[src/common/rv_decode_defs.svh]
`ifndef RV_DECODE_DEFS_SVH
`define RV_DECODE_DEFS_SVH

`define RVD_NUM_LANES    4
`define RVD_INST_DEPTH   8
`define RVD_RES_DEPTH    8

`define RVD_APB_AW       8
`define RVD_ADDR_INST    8'h00
`define RVD_ADDR_STATUS  8'h04
`define RVD_ADDR_RES_DEC 8'h08
`define RVD_ADDR_RES_IMM 8'h0C
`define RVD_ADDR_BUBBLE  8'h10

`define RVD_DEC_W        28
`define RVD_QCNT_W       ($clog2(`RVD_INST_DEPTH + 1))
`define RVD_RCNT_W       ($clog2(`RVD_RES_DEPTH + 1))

`endif

[src/common/rv_decode_pkg.sv]
`default_nettype none

package rv_decode_pkg;

  // RV32I major opcodes handled by the decode lanes
  typedef enum logic [6:0] {
    OPC_BUBBLE = 7'b0000000,  // All-zero filler word
    OPC_LOAD   = 7'b0000011,
    OPC_OP_IMM = 7'b0010011,
    OPC_STORE  = 7'b0100011,
    OPC_OP     = 7'b0110011,
    OPC_BRANCH = 7'b1100011,
    OPC_JALR   = 7'b1100111,
    OPC_JAL    = 7'b1101111
  } opcode_e;

  // Immediate layout selected by the opcode
  typedef enum logic [2:0] {
    FMT_NONE = 3'd0,  // OP, bubble and unknown opcodes
    FMT_I    = 3'd1,
    FMT_S    = 3'd2,
    FMT_B    = 3'd3,
    FMT_J    = 3'd4
  } imm_fmt_e;

endpackage

`default_nettype wire

[src/hdl/apb_slave.sv]
`default_nettype none
`include "rv_decode_defs.svh"

module apb_slave (
  input  wire                     CLK,
  input  wire                     reset,
  input  wire                     PSEL,
  input  wire                     PENABLE,
  input  wire                     PWRITE,
  input  wire  [`RVD_APB_AW-1:0]  PADDR,
  input  wire  [31:0]             PWDATA,
  output logic [31:0]             PRDATA,
  output logic                    PREADY,
  output logic                    PSLVERR,
  output logic                    push,
  output logic [31:0]             push_inst,
  input  wire                     queue_full,
  input  wire  [`RVD_QCNT_W-1:0]  queue_count,
  input  wire  [`RVD_DEC_W-1:0]   res_dec,
  input  wire  [31:0]             res_imm,
  input  wire  [`RVD_RCNT_W-1:0]  res_count,
  output logic                    pop
);
  import rv_decode_pkg::*;

  logic     access;
  logic     wr_acc;
  logic     rd_acc;
  logic     hit_inst;
  logic     hit_bubble;
  logic     hit_status;
  logic     hit_dec;
  logic     hit_imm;
  logic     res_empty;
  imm_fmt_e head_fmt;

  assign access = PSEL && PENABLE;  // Access phase only
  assign wr_acc = access && PWRITE;
  assign rd_acc = access && !PWRITE;

  assign hit_inst   = (PADDR == `RVD_ADDR_INST);
  assign hit_bubble = (PADDR == `RVD_ADDR_BUBBLE);
  assign hit_status = (PADDR == `RVD_ADDR_STATUS);
  assign hit_dec    = (PADDR == `RVD_ADDR_RES_DEC);
  assign hit_imm    = (PADDR == `RVD_ADDR_RES_IMM);

  assign res_empty = (res_count == '0);
  assign head_fmt  = imm_fmt_e'(res_dec[27:25]);

  assign push      = wr_acc && (hit_inst || hit_bubble) && !queue_full;
  assign push_inst = hit_bubble ? 32'h0 : PWDATA;  // Bubble data ignored
  assign pop       = rd_acc && hit_imm && !res_empty;

  assign PREADY = 1'b1;  // No wait states

  always_comb begin
    PRDATA  = '0;
    PSLVERR = 1'b0;
    if (wr_acc) begin
      if (hit_inst || hit_bubble) begin
        PSLVERR = queue_full;
      end else begin
        PSLVERR = 1'b1;  // Not a writable address
      end
    end else if (rd_acc) begin
      if (hit_status) begin
        PRDATA = {16'h0, 8'(res_count), 8'(queue_count)};
      end else if (hit_dec || hit_imm) begin
        if (res_empty) begin
          PSLVERR = 1'b1;
        end else if (hit_dec) begin
          PRDATA = {4'h0, head_fmt, res_dec[24:0]};
        end else begin
          PRDATA = res_imm;
        end
      end else begin
        PSLVERR = 1'b1;  // Not a readable address
      end
    end
  end

  a_setup_then_access: assert property (
    @(posedge CLK) disable iff (reset)
    PSEL && !PENABLE |=> PSEL && PENABLE && $stable(PADDR) && $stable(PWRITE)
  ) else $error("APB setup phase not followed by a matching access phase");

endmodule

`default_nettype wire

[src/decode/decode_dispatch.sv]
`default_nettype none
`include "rv_decode_defs.svh"

module decode_dispatch (
  input  wire                                CLK,
  input  wire                                reset,
  input  wire                                push,
  input  wire  [31:0]                        push_inst,
  output logic                               queue_full,
  output logic [`RVD_QCNT_W-1:0]             queue_count,
  output logic [`RVD_NUM_LANES-1:0]          lane_valid,
  output logic [`RVD_NUM_LANES-1:0][31:0]    lane_inst,
  input  wire  [`RVD_NUM_LANES-1:0]          lane_ready
);

  localparam int DEPTH = `RVD_INST_DEPTH;
  localparam int LANES = `RVD_NUM_LANES;
  localparam int QCW   = `RVD_QCNT_W;
  localparam int AW    = (DEPTH > 1) ? $clog2(DEPTH) : 1;
  localparam int LW    = (LANES > 1) ? $clog2(LANES) : 1;

  logic [31:0]   inst_mem [DEPTH];
  logic [AW-1:0] wr_ptr;
  logic [AW-1:0] rd_ptr;
  logic [LW-1:0] iss_ptr;  // Round-robin lane pointer
  logic          not_empty;
  logic          issue;

  assign not_empty  = (queue_count != '0);
  assign queue_full = (queue_count == QCW'(DEPTH));
  assign issue      = not_empty && lane_ready[iss_ptr];

  // Head word is broadcast, only the pointed lane sees valid
  assign lane_inst = {LANES{inst_mem[rd_ptr]}};

  always_comb begin
    lane_valid          = '0;
    lane_valid[iss_ptr] = not_empty;
  end

  always_ff @(posedge CLK) begin
    if (push) begin
      inst_mem[wr_ptr] <= push_inst;
    end
  end

  always_ff @(posedge CLK) begin
    if (reset) begin
      wr_ptr      <= '0;
      rd_ptr      <= '0;
      iss_ptr     <= '0;
      queue_count <= '0;
    end else begin
      if (push) begin
        wr_ptr <= (wr_ptr == AW'(DEPTH - 1)) ? '0 : wr_ptr + 1'b1;
      end
      if (issue) begin
        rd_ptr  <= (rd_ptr == AW'(DEPTH - 1)) ? '0 : rd_ptr + 1'b1;
        iss_ptr <= (iss_ptr == LW'(LANES - 1)) ? '0 : iss_ptr + 1'b1;
      end
      case ({push, issue})
        2'b10:   queue_count <= queue_count + 1'b1;
        2'b01:   queue_count <= queue_count - 1'b1;
        default: ;
      endcase
    end
  end

  a_no_push_when_full: assert property (
    @(posedge CLK) disable iff (reset) push |-> !queue_full
  ) else $error("push into a full instruction queue");

endmodule

`default_nettype wire

[src/decode/decode_lane.sv]
`default_nettype none
`include "rv_decode_defs.svh"

module decode_lane (
  input  wire                    CLK,
  input  wire                    reset,
  input  wire                    in_valid,
  output logic                   in_ready,
  input  wire  [31:0]            in_inst,
  output logic                   out_valid,
  input  wire                    out_ready,
  output logic [`RVD_DEC_W-1:0]  dec_word,
  output logic [31:0]            imm
);
  import rv_decode_pkg::*;

  logic        s1_valid;
  logic [31:0] s1_inst;  // Instruction register
  logic        s2_load;
  opcode_e     opc;
  imm_fmt_e    fmt_d;
  logic [31:0] imm_d;
  logic [4:0]  rd;
  logic [4:0]  rs1;
  logic [4:0]  rs2;
  logic [2:0]  funct3;
  logic [6:0]  funct7;

  // Stage 2 takes a new item when empty or draining this cycle
  assign s2_load  = s1_valid && (!out_valid || out_ready);
  assign in_ready = !s1_valid || s2_load;

  assign rd     = s1_inst[11:7];
  assign rs1    = s1_inst[19:15];
  assign rs2    = s1_inst[24:20];
  assign funct3 = s1_inst[14:12];
  assign funct7 = s1_inst[31:25];

  always_comb begin
    opc   = opcode_e'(s1_inst[6:0]);
    imm_d = '0;
    fmt_d = FMT_NONE;
    case (opc)
      OPC_LOAD, OPC_JALR, OPC_OP_IMM: begin
        imm_d = {{20{s1_inst[31]}}, s1_inst[31:20]};
        fmt_d = FMT_I;
      end
      OPC_STORE: begin
        imm_d = {{20{s1_inst[31]}}, s1_inst[31:25], s1_inst[11:7]};
        fmt_d = FMT_S;
      end
      OPC_BRANCH: begin
        imm_d = {{19{s1_inst[31]}}, s1_inst[31], s1_inst[7],
                 s1_inst[30:25], s1_inst[11:8], 1'b0};
        fmt_d = FMT_B;
      end
      OPC_JAL: begin
        imm_d = {{11{s1_inst[31]}}, s1_inst[31], s1_inst[19:12],
                 s1_inst[20], s1_inst[30:21], 1'b0};
        fmt_d = FMT_J;
      end
      OPC_OP, OPC_BUBBLE: ;  // No immediate
      default: ;  // Unknown opcode, fields still split
    endcase
  end

  always_ff @(posedge CLK) begin
    if (reset) begin
      s1_valid <= 1'b0;
      s1_inst  <= '0;
    end else if (in_valid && in_ready) begin
      s1_valid <= 1'b1;
      s1_inst  <= in_inst;
    end else if (s2_load) begin
      s1_valid <= 1'b0;
    end
  end

  always_ff @(posedge CLK) begin
    if (reset) begin
      out_valid <= 1'b0;
      dec_word  <= '0;
      imm       <= '0;
    end else if (s2_load) begin
      out_valid <= 1'b1;
      dec_word  <= {fmt_d, funct7, funct3, rs2, rs1, rd};
      imm       <= imm_d;
    end else if (out_ready) begin
      out_valid <= 1'b0;
    end
  end

  a_out_hold: assert property (
    @(posedge CLK) disable iff (reset)
    out_valid && !out_ready |=> out_valid && $stable(dec_word) && $stable(imm)
  ) else $error("lane output changed before it was taken");

endmodule

`default_nettype wire

[src/decode/decode_collect.sv]
`default_nettype none
`include "rv_decode_defs.svh"

module decode_collect (
  input  wire                                        CLK,
  input  wire                                        reset,
  input  wire  [`RVD_NUM_LANES-1:0]                  lane_valid,
  output logic [`RVD_NUM_LANES-1:0]                  lane_ready,
  input  wire  [`RVD_NUM_LANES-1:0][`RVD_DEC_W-1:0]  lane_dec,
  input  wire  [`RVD_NUM_LANES-1:0][31:0]            lane_imm,
  input  wire                                        pop,
  output logic [`RVD_DEC_W-1:0]                      res_dec,
  output logic [31:0]                                res_imm,
  output logic [`RVD_RCNT_W-1:0]                     res_count
);
  import rv_decode_pkg::*;

  localparam int DEPTH = `RVD_RES_DEPTH;
  localparam int LANES = `RVD_NUM_LANES;
  localparam int DW    = `RVD_DEC_W;
  localparam int RCW   = `RVD_RCNT_W;
  localparam int AW    = (DEPTH > 1) ? $clog2(DEPTH) : 1;
  localparam int LW    = (LANES > 1) ? $clog2(LANES) : 1;

  logic [DW-1:0] dec_mem [DEPTH];
  logic [31:0]   imm_mem [DEPTH];
  logic [AW-1:0] wr_ptr;
  logic [AW-1:0] rd_ptr;
  logic [LW-1:0] drain_ptr;  // Follows dispatch order
  logic          room;
  logic          accept;
  logic [DW-1:0] sel_dec;
  logic [31:0]   sel_imm;
  imm_fmt_e      sel_fmt;

  assign sel_dec = lane_dec[drain_ptr];
  assign sel_imm = lane_imm[drain_ptr];
  assign sel_fmt = imm_fmt_e'(sel_dec[DW-1 -: 3]);
  assign room    = (res_count != RCW'(DEPTH));
  assign accept  = room && lane_valid[drain_ptr];

  always_comb begin
    lane_ready            = '0;
    lane_ready[drain_ptr] = room;
  end

  assign res_dec = dec_mem[rd_ptr];
  assign res_imm = imm_mem[rd_ptr];

  always_ff @(posedge CLK) begin
    if (accept) begin
      dec_mem[wr_ptr] <= sel_dec;
      imm_mem[wr_ptr] <= sel_imm;
    end
  end

  always_ff @(posedge CLK) begin
    if (reset) begin
      wr_ptr    <= '0;
      rd_ptr    <= '0;
      drain_ptr <= '0;
      res_count <= '0;
    end else begin
      if (accept) begin
        wr_ptr    <= (wr_ptr == AW'(DEPTH - 1)) ? '0 : wr_ptr + 1'b1;
        drain_ptr <= (drain_ptr == LW'(LANES - 1)) ? '0 : drain_ptr + 1'b1;
      end
      if (pop) begin
        rd_ptr <= (rd_ptr == AW'(DEPTH - 1)) ? '0 : rd_ptr + 1'b1;
      end
      case ({accept, pop})
        2'b10:   res_count <= res_count + 1'b1;
        2'b01:   res_count <= res_count - 1'b1;
        default: ;
      endcase
    end
  end

  a_no_pop_when_empty: assert property (
    @(posedge CLK) disable iff (reset) pop |-> res_count != '0
  ) else $error("pop from an empty result FIFO");

  // Lane decode must never pair format NONE with a live immediate
  a_none_has_zero_imm: assert property (
    @(posedge CLK) disable iff (reset) accept && sel_fmt == FMT_NONE |-> sel_imm == '0
  ) else $error("format NONE with nonzero immediate");

endmodule

`default_nettype wire

[src/hdl/rv_decode_top.sv]
`default_nettype none
`include "rv_decode_defs.svh"

module rv_decode_top (
  input  wire                     CLK,
  input  wire                     reset,
  input  wire                     PSEL,
  input  wire                     PENABLE,
  input  wire                     PWRITE,
  input  wire  [`RVD_APB_AW-1:0]  PADDR,
  input  wire  [31:0]             PWDATA,
  output wire  [31:0]             PRDATA,
  output wire                     PREADY,
  output wire                     PSLVERR
);

  localparam int LANES = `RVD_NUM_LANES;

  wire                               push;
  wire [31:0]                        push_inst;
  wire                               queue_full;
  wire [`RVD_QCNT_W-1:0]             queue_count;
  wire                               pop;
  wire [`RVD_DEC_W-1:0]              res_dec;
  wire [31:0]                        res_imm;
  wire [`RVD_RCNT_W-1:0]             res_count;
  wire [LANES-1:0]                   in_valid;
  wire [LANES-1:0]                   in_ready;
  wire [LANES-1:0][31:0]             in_inst;
  wire [LANES-1:0]                   out_valid;
  wire [LANES-1:0]                   out_ready;
  wire [LANES-1:0][`RVD_DEC_W-1:0]   out_dec;
  wire [LANES-1:0][31:0]             out_imm;

  apb_slave u_apb (
    .CLK, .reset, .PSEL, .PENABLE, .PWRITE, .PADDR, .PWDATA,
    .PRDATA, .PREADY, .PSLVERR,
    .push, .push_inst, .queue_full, .queue_count,
    .res_dec, .res_imm, .res_count, .pop
  );

  decode_dispatch u_dispatch (
    .CLK, .reset, .push, .push_inst, .queue_full, .queue_count,
    .lane_valid(in_valid), .lane_inst(in_inst), .lane_ready(in_ready)
  );

  for (genvar i = 0; i < LANES; i++) begin : g_lane
    decode_lane u_lane (
      .CLK, .reset,
      .in_valid(in_valid[i]), .in_ready(in_ready[i]), .in_inst(in_inst[i]),
      .out_valid(out_valid[i]), .out_ready(out_ready[i]),
      .dec_word(out_dec[i]), .imm(out_imm[i])
    );
  end

  decode_collect u_collect (
    .CLK, .reset,
    .lane_valid(out_valid), .lane_ready(out_ready),
    .lane_dec(out_dec), .lane_imm(out_imm),
    .pop, .res_dec, .res_imm, .res_count
  );

endmodule

`default_nettype wire

[config.mk]
export PLATFORM = sky130hd
export DESIGN_NAME = rv_decode_top
export DESIGN_NICKNAME = d
export VERILOG_FILES = /design/src/common/rv_decode_pkg.sv /design/src/hdl/apb_slave.sv /design/src/decode/decode_dispatch.sv /design/src/decode/decode_lane.sv /design/src/decode/decode_collect.sv /design/src/hdl/rv_decode_top.sv
export VERILOG_INCLUDE_DIRS = /design/src /design/src/common
export SDC_FILE = /design/constraint.sdc
export NUM_CORES = 1
export LEC_CHECK = 0
export BUFFER_PORTS_ARGS = -buffer_cell sky130_fd_sc_hd__buf_2
export CORE_ASPECT_RATIO = 1.2
export CORE_UTILIZATION = 25
export DETAILED_ROUTE_END_ITERATION = 12
export PLACE_DENSITY = 0.48
export SLEW_MARGIN = 10
export SYNTH_ARGS = -nofsm -noshare
export SYNTH_HDL_FRONTEND = slang
export SYNTH_SLANG_ARGS = --single-unit
[constraint.sdc]
create_clock -name CLK -period 19.5 [get_ports CLK]
set_clock_uncertainty 0.15 [all_clocks]
set_input_delay 1.95 -clock CLK [delete_from_list [all_inputs] [get_ports CLK]]
set_output_delay 1.95 -clock CLK [all_outputs]
set_load 0.01 [all_outputs]
== After elaboration in Yosys (flattened, before gate mapping) ==
Memories as Yosys holds them, arrays and structs flattened. A register that Yosys moved wholly into a read port is not among the register bits.
Cells that the tools add are included.

* Register bits after elaboration: 400
* RAM bits: 736
* Logic and storage cells: 211
* Memories: 3

{| class="wikitable"
|+ Memories
! name !! words !! width !! read ports !! clocked after Yosys merged registers in !! write ports !! line !! text
|-
| u_collect.imm_mem || 8 || 32 || 1 || 1 || 1 || decode_collect.sv:26 || <nowiki>logic [31:0] imm_mem [DEPTH];</nowiki>
|-
| u_dispatch.inst_mem || 8 || 32 || 1 || 1 || 1 || decode_dispatch.sv:22 || <nowiki>logic [31:0] inst_mem [DEPTH];</nowiki>
|-
| u_collect.dec_mem || 8 || 28 || 1 || 1 || 1 || decode_collect.sv:25 || <nowiki>logic [DW-1:0] dec_mem [DEPTH];</nowiki>
|}

* Add/subtract/negate cells: 10
* Magnitude comparators: 4
* Equal/unequal tests: 40
* Muxes and demuxes: 67
* Bitwise logic cells: 2
* Reduce and logical (&&, ||, !) cells: 57

{| class="wikitable"
|+ Operators by type and width
! operator !! number
|-
| $pmux 32 s4 || 4
|-
| $mux 32 || 8
|-
| $eq 7x7->1 const B || 12
|-
| $bmux 32 s2 || 1
|-
| $bmux 28 s2 || 1
|-
| $pmux 3 s4 || 4
|-
| $mux 1 || 30
|-
| $mux 3 || 10
|-
| $eq 7x2->1 const B || 4
|-
| $eq 7x5->1 const B || 4
|-
| $eq 7x6->1 const B || 4
|-
| $mux 28 || 1
|-
| $reduce_bool 2->1 || 10
|-
| $logic_and 1x1->1 || 19
|-
| $eq 8x4->1 const B || 2
|-
| $pmux 4 s2 || 2
|-
| $add 3x1->3 const B || 4
|-
| $eq 3x3->1 const B || 4
|-
| $reduce_or 3->1 || 4
|-
| $logic_not 1->1 || 11
|-
| $logic_or 1x1->1 || 10
|-
| $add 4x1->4 const B || 2
|-
| $and 4x4->4 || 2
|-
| $eq 2x2->1 const B || 4
|-
| 15 further kinds || 23
|}

== Logic depth before layout (Yosys ltp) ==
Gate-level depths: netlist of the first run.

* Depth after elaboration: 13
* Mapped depth: 17
* Depth with buffers taken out: 14

== Cells and area by module ==
Synthesis of the first run repeated with hierarchy kept, for this count alone.

* Cell total of the unflattened synthesis: 3082
* Area total of the unflattened synthesis: 45493.6 µm²

{| class="wikitable"
|+ By module, submodules not included
! module !! times used !! cells an instance !! area an instance (µm²) !! sequential area each (µm²)
|-
| decode_collect || 1 || 855 || 20415.8 || 14714.1
|-
| decode_lane || 4 || 385 || 3221.8 || 1661.6
|-
| decode_dispatch || 1 || 559 || 11294.6 || 7987.7
|-
| apb_slave || 1 || 128 || 895.9 || 0.0
|}

== Least setup slack after synthesis of the first run ==
No wires, ideal clock.

* Path type: input to register
* From: in PADDR[0]
* To: mem u_dispatch.inst_mem[4][0] (enable)
* Data arrival time: 6.470 ns
* Slack: 12.367 ns
* Cell stages on the path: 5
* Buffers on the path: 1
* Cells stage by stage: or4_4 > nor4_2 > nand4_1 > buf_2 > nor4b_1

* Word-level cells in the longest chain between the ends: 6
* Elaborated cells between the ends (all ways): 7
* Those cells by class: eq/ne: 1; mux: 2; reduce/logical: 4

{| class="wikitable"
|+ RTL lines
! element !! line !! text
|-
| start: declaration || rv_decode_top.sv:10 || <nowiki>input wire [`RVD_APB_AW-1:0] PADDR,</nowiki>
|-
| $eq 8x5->1 (no line) / $logic_not 8->1 (equally long branches) || -- ||
|-
| $logic_or 1x1->1 (*) || apb_slave.sv:50 || <nowiki>assign push = wr_acc && (hit_inst || hit_bubble) && !queue_full;</nowiki>
|-
| $logic_and 1x1->1 (*) (2 in a row) || apb_slave.sv:50 ||
|-
| $mux 1 (*) || decode_dispatch.sv:42 || <nowiki>if (push) begin</nowiki>
|-
| $mux 1 (implied by the code) (*) || decode_dispatch.sv:43 || <nowiki>inst_mem[wr_ptr] <= push_inst;</nowiki>
|-
| end: declaration || decode_dispatch.sv:22 ||
|}

Mark *: on every way between the ends. The rest lies on a longest branch, timed or not.

== Worst setup path in the final report of the first run ==
* From: in PADDR[0]
* To: out PRDATA[20]

* Word-level cells in the longest chain between the ends: 7
* Elaborated cells between the ends (all ways): 10
* Those cells by class: eq/ne: 3; mux: 6; reduce/logical: 1

{| class="wikitable"
|+ RTL lines
! element !! line !! text
|-
| $eq 8x4->1 (no line) || -- ||
|-
| $mux 32 || apb_slave.sv:71 || <nowiki>end else if (hit_dec) begin</nowiki>
|-
| $mux 32 || apb_slave.sv:69 || <nowiki>if (res_empty) begin</nowiki>
|-
| $mux 32 || apb_slave.sv:68 || <nowiki>end else if (hit_dec || hit_imm) begin</nowiki>
|-
| $mux 32 (*) || apb_slave.sv:66 || <nowiki>if (hit_status) begin</nowiki>
|-
| $mux 32 (*) || apb_slave.sv:65 || <nowiki>end else if (rd_acc) begin</nowiki>
|-
| $mux 32 (*) || apb_slave.sv:59 || <nowiki>if (wr_acc) begin</nowiki>
|-
| end: declaration || rv_decode_top.sv:12 || <nowiki>output wire [31:0] PRDATA,</nowiki>
|}

Marks and branches as above.

==> results.json, run 1 <==
{
  "status": "finished clean",
  "cp-end-kind": "output port",
  "rsz0062_at_grt": "no",
  "dr.pass1.iters": 5,
  "syn_to_final_growth_pct": 16.3,
  "cts_hold_buf": 0,
  "timing.final.setup_violations": 0,
  "n_antenna_cell": 0,
  "tritoncts": "yes",
  "asyncSetResetFlopFracSynth_pct": 0,
  "drive_above_1_share_pct": 20.5,
  "synth_warnings": 0,
  "grt_use_met1_pct": 17.1,
  "p_clk_share_pct": 44.3,
  "worst_ep_arrival_time_ns": 4.50,
  "clk_pin_slew_ns": 0.06,
  "grt_start_max_net_pins": 100,
  "critical_path_class": "in -> out",
  "postCtsSetupRepairBufs": 0,
  "antenna_found_initial": 5,
  "worstSkewPairLatency_ns": 0.71,
  "synth_fp_nets": 2817,
  "cts-root-to-sink-buffers": 3,
  "timing.final.crit_period_ns": 6.60,
  "drt_wl_total_um": 105000,
  "finalMaxSlewViolations": 0,
  "fin_crit_sh_pct": 33.9,
  "maximum_clock_frequency_ghz": 0.151,
  "synth_cell_types": 74,
  "h-tree-depth": 3,
  "cell_internal_pwr_mw": 3.60,
  "detail_route.wl_per_cell_um": 21.1,
  "post_cts_resized": 0,
  "grt_overflow": 0,
  "fp.dieArea_um2": 161000,
  "required_ns": 17.40,
  "netlist_area_um2": 39700,
  "die_y_extent_um": 439,
  "worst-slew-pin-transition_ns": 1.18,
  "antenna_violating_nets_post_route": 0,
  "setup.worst_path.start_class": "input pin",
  "place_inst": 4807,
  "die_x_um": 366,
  "violation_count_after_the_first_detailed_route_iteration": 1814,
  "post_drt_via_cell_ratio": 4.59,
  "timing_hold_violations_final": 0,
  "grtUsageTotal_pct": 13.0,
  "totalNegativeSetupSlack_ns": 0,
  "synth_largest_type_area_fraction_pct": 49.0,
  "ys_dominant_reg_cell": "sky130_fd_sc_hd__edfxtp_1",
  "first_global_vias": 23715,
  "design.core.area_um2": 157000,
  "post_synthesis_mean_instance_area_um2": 14.5,
  "grt_use_met3_pct": 2.18,
  "gp_routability_congestion": 0.768,
  "detailed_place_hpwl_um": 62900,
  "synth-edff-count": 648,
  "cts_root_buffer": "sky130_fd_sc_hd__clkbuf_16",
  "power-per-cell-area_nw_per_um2": 100,
  "post-route-drc-count": 0,
  "total_power_mw": 4.64,
  "postLayoutCellArea_um2": 46200,
  "max_cap_violations": 0,
  "switching_share_pct": 22.3,
  "irDropWorstVdd_mv": 0.0596,
  "hold_path_class": "reg -> reg",
  "grtUsageMet2_pct": 22.0,
  "share_comb_of_total_power_pct": 5.3,
  "slew_headroom_pct": 21.0,
  "nNetsFinal": 2890,
  "path_max_fanout": 19,
  "sequentialPowerShare_pct": 50.4,
  "grt_pass1_wl_um": 157000,
  "buffer_ports.inserted": 77,
  "grt-busiest-layer": "met2",
  "count_of_clock_tree_sinks": 1010,
  "netlist.top_cell.by_area": "sky130_fd_sc_hd__edfxtp_1",
  "start_util_pct": 25.3,
  "post_dp_cell_area_um2": 42600,
  "ys_seq_area_share_pct": 67.2,
  "ios": 79,
  "vias": 22964,
  "yosys_register_bits": 1010,
  "non_filler_instance_count_after_layout": 5003,
  "synth_cells": 2749,
  "cts_buffers": 106,
  "fp-row-count": 159,
  "total_switching_power_mw": 1.03,
  "post_synth_main_area_contributors": "sky130_fd_sc_hd__edfxtp_1 49%, sky130_fd_sc_hd__dfxtp_1 18%, sky130_fd_sc_hd__mux4_2 12%",
  "p_leak_nw": 14.2
}
kinds of logic after synthesis:
group	count (synthesis)	share of synthesized area, %
AOI/OAI and AO/OA	356	5.76
xor gates and xnor gates	7	0.154
adders and majority gates	23	0.743
buffers and inverters	199	2.07
DFF	1010	67.2
muxes	279	14.1
other	1	0.00944
and+or+nand+nor	874	9.95
layer usage:
| metal | share of wire, % | wire length, um | vias to the layer above |
|---|---|---|---|
| li1 | - | - | 10597 |
| met1 | 45 | 47200 | 11722 |
| met4 | 2.3 | 2410 | 0 |
| met2 | 48 | 51000 | 492 |
| met3 | 4.5 | 4790 | 153 |
| met5 | 0 | 0 | - |
state kept, by name, summed over array words and instances (netlist names), named ones only:
name	cells
g_lane.u_lane.dec_word	112
g_lane.u_lane.imm	84
g_lane.u_lane.out_valid	4
g_lane.u_lane.s1_inst	128
g_lane.u_lane.s1_valid	4
u_collect.dec_mem	224
u_collect.drain_ptr	2
u_collect.imm_mem	168
u_collect.rd_ptr	3
u_collect.res_count	4
u_collect.wr_ptr	3
u_dispatch.inst_mem	256
u_dispatch.iss_ptr	2
u_dispatch.queue_count	4
u_dispatch.rd_ptr	3
u_dispatch.wr_ptr	3
power by group through the flow:
| stage | combinational [mW] | clock, mW | sequential, mW |
|---|---|---|---|
| after floorplan | 0.179 | 0 | 2.36 |
| after global placement | 0.251 | 0 | 2.38 |
| after detailed placement | 0.251 | 0 | 2.38 |
| after CTS | 0.252 | 2.11 | 2.34 |
| after global routing | 0.271 | 2.19 | 2.34 |
| final | 0.248 | 2.05 | 2.34 |
area by class of cell:
cell class,count,area [um^2]
inverter,27,101
multi-input combinational,1540,12400
clock inverter,55,613
timing repair buffer,137,846
sequential,1010,26700
fill,15892,111000
clock buffer,141,2940
tap,2093,2620
placed cells by master (no fill, tap or decap), drive strengths merged, types with 23 or more instances in the layout:
cell     count
clkbuf     141
o2bb2ai     37
edfxtp     648
clkinv      32
buf        137
nor2       326
mux2i       26
inv         32
a22o        23
nor3       155
mux2        34
a211oi      27
a21oi      184
and2        44
dfxtp      362
nand2      257
mux4       219
path summary, 6_finish.rpt:
path                                     start                      endpoint  slack [ns]  cells past startpoint
setup / recovery                      PADDR[0]                    PRDATA[20]       12.90                      7
hold / removal    g_lane[3].u_lane.dec_word[2]  g_lane[3].u_lane.dec_word[2]        0.30                      2
setup reg to reg        u_collect.drain_ptr[1]     u_dispatch.queue_count[2]       15.10                     13
hold reg to reg   g_lane[3].u_lane.dec_word[2]  g_lane[3].u_lane.dec_word[2]        0.30                      2
cells in the mapped netlist, drive strengths merged (8+ instances only):
cell	n
inv	27
nor4b	9
a221oi	16
nor3	155
mux4	219
nand2	257
nand3	16
or3	8
o2bb2ai	37
a22oi	16
mux2	34
nor2b	20
buf	55
nor2	326
mux2i	26
a22o	23
ha	22
clkbuf	117
edfxtp	648
o21ai	16
and2	44
a211oi	27
dfxtp	362
a21oi	184
critical path, cell delays in order:
cell,delay [ns]
sky130_fd_sc_hd__buf_2,0.10
sky130_fd_sc_hd__or4_4,0.57
sky130_fd_sc_hd__nor4_4,0.20
sky130_fd_sc_hd__and2_1,0.88
sky130_fd_sc_hd__nand2_1,0.45
sky130_fd_sc_hd__nor2_1,0.20
sky130_fd_sc_hd__buf_2,0.14
metrics by stage:
stage	utilization, %	worst slack, ns	hold WS [ns]
after floorplan	-	12.37	0.272
after global placement	27.1	12.87	0.289
after detailed placement	27.1	12.80	0.289
after CTS	29.4	12.79	0.303
after global routing	29.4	12.64	0.318
final	29.4	12.90	0.301
Note: power is estimated with default switching activity, not from simulation.
==> inputs of run 2 (changes only) <==
ABC_AREA = 1   (was default)
PLACE_DENSITY = 0.49   (was 0.48)
clock period = 5.8 ns   (was 19.5 ns; I/O delays follow)
==> results.json, run 2 <==
{
  "status": "finished clean",
  "finalMaxSlewViolations": 0,
  "violation_count_after_the_first_detailed_route_iteration": 2270,
  "synth_cells": 4121,
  "multiInputGateArea_um2": 12600,
  "worst_hold_startpoint": "PWDATA[8]",
  "cts_root_buffer": "sky130_fd_sc_hd__clkbuf_16",
  "fin_crit_sh_pct": 69.2,
  "layout_top_registers": "u_dispatch.inst_mem (256), u_collect.dec_mem (224), u_collect.imm_mem (168)",
  "worst_r2r_path_depth": 7,
  "top_register": "u_dispatch.inst_mem",
  "ys_seq_area_share_pct": 65.0,
  "netlist.top_cell.by_area": "sky130_fd_sc_hd__edfxtp_1",
  "h-tree-depth": 3,
  "cts_buffers": 111,
  "timing.rr.end": "g_lane[1].u_lane.imm[6]",
  "antenna_found_initial": 0,
  "timing.final.setup_violations": 0,
  "rsz0062_at_grt": "no",
  "worst_r2r_startpoint": "u_collect.drain_ptr[0]",
  "post-route-drc-count": 0,
  "postCtsSetupRepairBufs": 0,
  "place_inst": 6128,
  "nFillCells": 16986,
  "drt_wl_total_um": 121000,
  "start_util_pct": 25.2,
  "final-seq-area_um2": 26700,
  "fp-row-count": 162,
  "cp-end-kind": "output port",
  "timing.final.crit_period_ns": 4.02,
  "syn_to_final_growth_pct": 15.6,
  "vias": 29398,
  "die_y_extent_um": 446,
  "totalNegativeSetupSlack_ns": 0,
  "cts-root-to-sink-buffers": 3,
  "setup.worst_path.start_class": "register",
  "synth_largest_type_area_fraction_pct": 47.4,
  "drive_above_1_share_pct": 9.62,
  "synth-edff-count": 648,
  "cts_hold_buf": 0,
  "detail_route.wl_per_cell_um": 19.0,
  "worstSkewPairLatency_ns": 0.73,
  "hold_path_class": "in -> reg",
  "mostFrequentLayoutCells": "709 x sky130_fd_sc_hd__nor2_1, 655 x sky130_fd_sc_hd__o21ai_0, 648 x sky130_fd_sc_hd__edfxtp_1, 546 x sky130_fd_sc_hd__nand2_1, 355 x sky130_fd_sc_hd__dfxtp_1",
  "synth_fp_nets": 4189,
  "worst-slew-pin-transition_ns": 1.26,
  "slew_headroom_pct": 15.2,
  "count_of_clock_tree_sinks": 1010,
  "power-per-cell-area_nw_per_um2": 486,
  "buffer_ports.inserted": 77,
  "asyncSetResetFlopFracSynth_pct": 0,
  "synth_cell_types": 42,
  "post_drt_via_cell_ratio": 4.64,
  "fp.dieArea_um2": 166000,
  "post_synth_main_area_contributors": "sky130_fd_sc_hd__edfxtp_1 47%, sky130_fd_sc_hd__dfxtp_1 18%, sky130_fd_sc_hd__o21ai_0 8.0%",
  "irDropWorstVdd_mv": 0.268,
  "worst_ep_arrival_time_ns": 3.29,
  "timing_hold_violations_final": 0,
  "tritoncts": "yes",
  "dr.pass1.iters": 7,
  "netlist_area_um2": 41100,
  "mostFrequentLayoutCell": "sky130_fd_sc_hd__nor2_1",
  "grt_overflow": 0,
  "grt_start_max_net_pins": 197,
  "post_synthesis_mean_instance_area_um2": 9.97,
  "synthMostInstantiatedCell": "sky130_fd_sc_hd__nor2_1",
  "finalCoreUtilization_pct": 29.2,
  "synth_warnings": 0,
  "required_ns": 5.07,
  "min_delay_path_depth": 3,
  "grtUsageTotal_pct": 14.3,
  "path_max_fanout": 82,
  "critical_path_class": "reg -> out",
  "grt_pass1_wl_um": 182000,
  "non_filler_instance_count_after_layout": 6341,
  "first_global_vias": 28416,
  "r2r_slack_ns": 2.03,
  "post_cts_resized": 0,
  "ys_dominant_reg_cell": "sky130_fd_sc_hd__edfxtp_1",
  "fin_worst_hold_slack_ns": 0.148,
  "ios": 79,
  "clk_pin_slew_ns": 0.06,
  "nNetsFinal": 4177,
  "detailed_place_hpwl_um": 71900,
  "largest_register_ff_count": 256,
  "netlist_top_cells_count": "718 x sky130_fd_sc_hd__nor2_1, 655 x sky130_fd_sc_hd__o21ai_0, 648 x sky130_fd_sc_hd__edfxtp_1",
  "holdPathEnd": "u_dispatch.inst_mem[0][8]",
  "design.core.area_um2": 163000,
  "maximum_clock_frequency_ghz": 0.249,
  "die_x_um": 372,
  "max_cap_violations": 0,
  "yosys_register_bits": 1010,
  "antenna_violating_nets_post_route": 0,
  "p_leak_nw": 16.7,
  "gp_routability_congestion": 0.803
}
## run 2: cell count changes in the layout (fill, tap and decap cells not counted), sizes merged, moves of 44 or more
cell   delta
nand2   +313
o21ai   +653
nor2    +397
nor3    -131
inv     +147
nand3    +88
mux4    -219
and2     -44
o22ai   +151
a21oi   +130
## run 2: cell families (layout without fill, tap and decap cells)
| family | Yosys count | in the layout | synth area share (%) |
|---|---|---|---|
| xor+xnor | 5 | 5 | 0.107 |
| compound gates | 1179 | 1179 | 15.2 |
| fa+ha+maj | 23 | 23 | 0.719 |
| other cells | 1 | 2 | 0.00913 |
| mux | 10 | 10 | 0.280 |
| flops | 1010 | 1010 | 65.0 |
| simple gates | 1441 | 1441 | 14.0 |
| buf+inv | 452 | 539 | 4.71 |
## run 2: worst max-delay path by stage
stage | end | slack (ns) | cells past startpoint
2_1_floorplan | u_dispatch.inst_mem[5][0] | 1.59 | 7
3_3_place_gp | g_lane[1].u_lane.imm[10] | 2.12 | 7
3_5_place_dp | g_lane[1].u_lane.imm[8] | 2.03 | 7
4_1_cts | PRDATA[9] | 1.63 | 8
5_1_grt | PRDATA[20] | 1.50 | 9
6_report | PRDATA[9] | 1.78 | 8
## run 2: layout make-up
type | count | area share [%]
Clock buffer | 144 | 6.37
Multi-Input combinational cell | 2659 | 26.5
Tap cell | 2132 | 5.62
Clock inverter | 68 | 1.83
Antenna cell | 1 | 0.00527
Sequential cell | 1010 | 56.3
Inverter | 183 | 1.46
Timing Repair Buffer | 144 | 1.98
## run 2: power breakdown
group          switching [mW]  internal (mW)
combinational            4.44           1.42
sequential              0.571           9.23
clock                    3.01           4.41
total                    8.02           15.1
## run 2: through the flow
stage	setup slack (ns)	area [um^2]	power [mW]
3_3_place_gp	2.12	43600	15.8
6_report	1.78	47500	23.1
4_1_cts	1.63	47500	23.3
5_1_grt	1.50	47500	24.3
3_5_place_dp	2.03	43600	15.8
2_1_floorplan	1.59	41100	13.5
## run 2: critical path, stage by stage (launching register included)
cell,delay (ns)
sky130_fd_sc_hd__dfxtp_4,0.36
sky130_fd_sc_hd__buf_4,0.71
sky130_fd_sc_hd__o21ai_0,0.20
sky130_fd_sc_hd__o211ai_1,0.54
sky130_fd_sc_hd__nand3_1,0.15
sky130_fd_sc_hd__nand2_1,0.12
sky130_fd_sc_hd__nand2_1,0.07
sky130_fd_sc_hd__a21oi_1,0.20
sky130_fd_sc_hd__buf_2,0.18
## run 2: per-layer routing
metal	track usage [%]	share of wire (%)
met5	0	0
met1	19.0	46
met3	1.94	4.1
met4	3.25	1.7
met2	24.4	48
==> inputs of run 3 (changes only) <==
ABC_AREA = 0   (was 1)
clock period = 3.44 ns   (was 5.8 ns; I/O delays follow)
==> results.json, run 3 (synthesis results as in run 1) <==
{
  "nNetsFinal": 2967,
  "start_util_pct": 25.3,
  "max_cap_violations": 0,
  "holdPathEnd": "u_dispatch.inst_mem[6][7]",
  "h-tree-depth": 3,
  "irDropWorstVdd_mv": 0.412,
  "worst_hold_startpoint": "PWDATA[7]",
  "worst-slew-pin-transition_ns": 1.01,
  "n_antenna_cell": 0,
  "post-route-drc-count": 0,
  "vias": 23623,
  "post_drt_via_cell_ratio": 4.65,
  "largest_register_ff_count": 256,
  "hold_path_class": "in -> reg",
  "dr.pass1.iters": 7,
  "fp-row-count": 159,
  "antenna_violating_nets_post_route": 0,
  "gp_routability_congestion": 0.794,
  "maximum_clock_frequency_ghz": 0.300,
  "timing.final.crit_period_ns": 3.33,
  "tritoncts": "yes",
  "layout_top_registers": "u_dispatch.inst_mem (256), u_collect.dec_mem (224), u_collect.imm_mem (168)",
  "cts_root_buffer": "sky130_fd_sc_hd__clkbuf_16",
  "grtUsageTotal_pct": 13.4,
  "drt_wl_total_um": 109000,
  "p_leak_nw": 14.7,
  "place_inst": 4858,
  "cts_buffers": 107,
  "fp.dieArea_um2": 161000,
  "clk_pin_slew_ns": 0.06,
  "mostFrequentLayoutCell": "sky130_fd_sc_hd__edfxtp_1",
  "syn_to_final_growth_pct": 19.1,
  "grt_overflow": 0,
  "timing.rr.end": "u_dispatch.queue_count[2]",
  "die_y_extent_um": 439,
  "cts-root-to-sink-buffers": 3,
  "antenna_found_initial": 4,
  "critical_path_class": "reg -> out",
  "detailed_place_hpwl_um": 66100,
  "detail_route.wl_per_cell_um": 21.5,
  "ios": 79,
  "finalMaxSlewViolations": 0,
  "first_global_vias": 23880,
  "drive_above_1_share_pct": 22.0,
  "violation_count_after_the_first_detailed_route_iteration": 1919,
  "count_of_clock_tree_sinks": 1010,
  "grt_start_max_net_pins": 95,
  "timing.final.setup_violations": 0,
  "fin_crit_sh_pct": 96.9,
  "r2r_slack_ns": 0.27,
  "path_max_fanout": 15,
  "worst_ep_arrival_time_ns": 2.84,
  "top_register": "u_dispatch.inst_mem",
  "min_delay_path_depth": 2,
  "mostFrequentLayoutCells": "648 x sky130_fd_sc_hd__edfxtp_1, 354 x sky130_fd_sc_hd__dfxtp_1, 318 x sky130_fd_sc_hd__nor2_1, 256 x sky130_fd_sc_hd__nand2_1, 213 x sky130_fd_sc_hd__mux4_2",
  "finalCoreUtilization_pct": 30.1,
  "power-per-cell-area_nw_per_um2": 553,
  "die_x_um": 366,
  "design.core.area_um2": 157000,
  "worst_r2r_path_depth": 12,
  "grt_pass1_wl_um": 160000,
  "status": "finished clean",
  "required_ns": 2.95,
  "cp-end-kind": "output port",
  "worstSkewPairLatency_ns": 0.71,
  "buffer_ports.inserted": 77,
  "setup.worst_path.start_class": "register",
  "rsz0062_at_grt": "yes",
  "worst_r2r_startpoint": "u_collect.res_count[2]",
  "non_filler_instance_count_after_layout": 5084,
  "slew_headroom_pct": 32.5,
  "timing_hold_violations_final": 0
}
==> run 3: changes by cell type in the layout (fill, tap and decap cells not counted), moves of 37 or more <==
| cell | previous run | this run |
|---|---|---|
| sky130_fd_sc_hd__and2_1 | 0 | 42 |
| sky130_fd_sc_hd__o2bb2ai_1 | 0 | 37 |
| sky130_fd_sc_hd__o22ai_1 | 158 | 7 |
| sky130_fd_sc_hd__inv_1 | 163 | 27 |
| sky130_fd_sc_hd__nand2_1 | 546 | 256 |
| sky130_fd_sc_hd__o21ai_0 | 655 | 13 |
| sky130_fd_sc_hd__nor2_1 | 709 | 318 |
| sky130_fd_sc_hd__a21oi_1 | 304 | 182 |
| sky130_fd_sc_hd__mux4_2 | 0 | 213 |
| sky130_fd_sc_hd__nand3_1 | 104 | 16 |
| sky130_fd_sc_hd__nor3_1 | 11 | 148 |
==> run 3: metal layers <==
layer	up-vias	part of all wire (%)	track usage, %
li1	10714	-	-
met1	12135	44	17.8
met2	612	49	22.6
met3	160	5.0	1.93
met4	2	2.4	4.01
met5	-	0.016	0
==> run 3: layout make-up <==
class                      instances  area, um^2
fill                           15779      110000
sequential                      1010       26700
multi-input combinational       1540       12500
clock buffer                     149        3050
tap                             2093        2620
timing repair buffer             213        1890
clock inverter                    52         464
inverter                          27         101
==> run 3: power breakdown <==
part	total (mW)	switching (mW)	internal, mW	leakage [nW]
sequential	13.2	0.165	13.0	8.72
clock	11.5	4.86	6.59	1.72
combinational	1.52	0.924	0.595	4.26
==> run 3: timing repair <==
| action | in CTS | in global routing |
|---|---|---|
| resized for setup | 6 | 5 |
| setup buffers | 2 | 0 |
| setup endpoints to repair | 12 | 14 |
| hold endpoints to repair | 191 | 0 |
| hold buffers | 20 | 0 |
| pin swaps | 0 | 1 |
| gates cloned | 3 | 0 |
==> run 3: how the worst max path moves through the flow <==
stage | end | slack [ns] | cells after the start
after floorplan | u_dispatch.inst_mem[4][0] | -0.50 | 5
after global placement | u_dispatch.queue_count[2] | 0.20 | 12
after detailed placement | u_dispatch.queue_count[2] | 0.21 | 12
after CTS | PRDATA[27] | 0.0006 | 8
after global routing | PRDATA[10] | -0.03 | 7
final | PRDATA[4] | 0.11 | 6
==> run 3: worst max-delay path, stage by stage (launching register included) <==
cell	delay [ns]
sky130_fd_sc_hd__dfxtp_4	0.36
sky130_fd_sc_hd__buf_12	0.15
sky130_fd_sc_hd__buf_16	0.18
sky130_fd_sc_hd__mux4_2	0.52
sky130_fd_sc_hd__mux4_1	0.57
sky130_fd_sc_hd__and2_1	0.19
sky130_fd_sc_hd__buf_2	0.13
==> run 3: stage by stage <==
stage	area (um^2)	setup WS, ns	setup TNS, ns	hold WS, ns	power [mW]
after floorplan	39900	-0.503	-59.54	0.272	14.4
after global placement	43400	0.201	0	0.287	15.0
after detailed placement	43400	0.210	0	0.291	15.0
after CTS	47300	0.000608	0	0.00204	26.5
after global routing	47300	-0.0340	-0.0569	0.0401	27.1
final	47300	0.108	0	0.0354	26.2
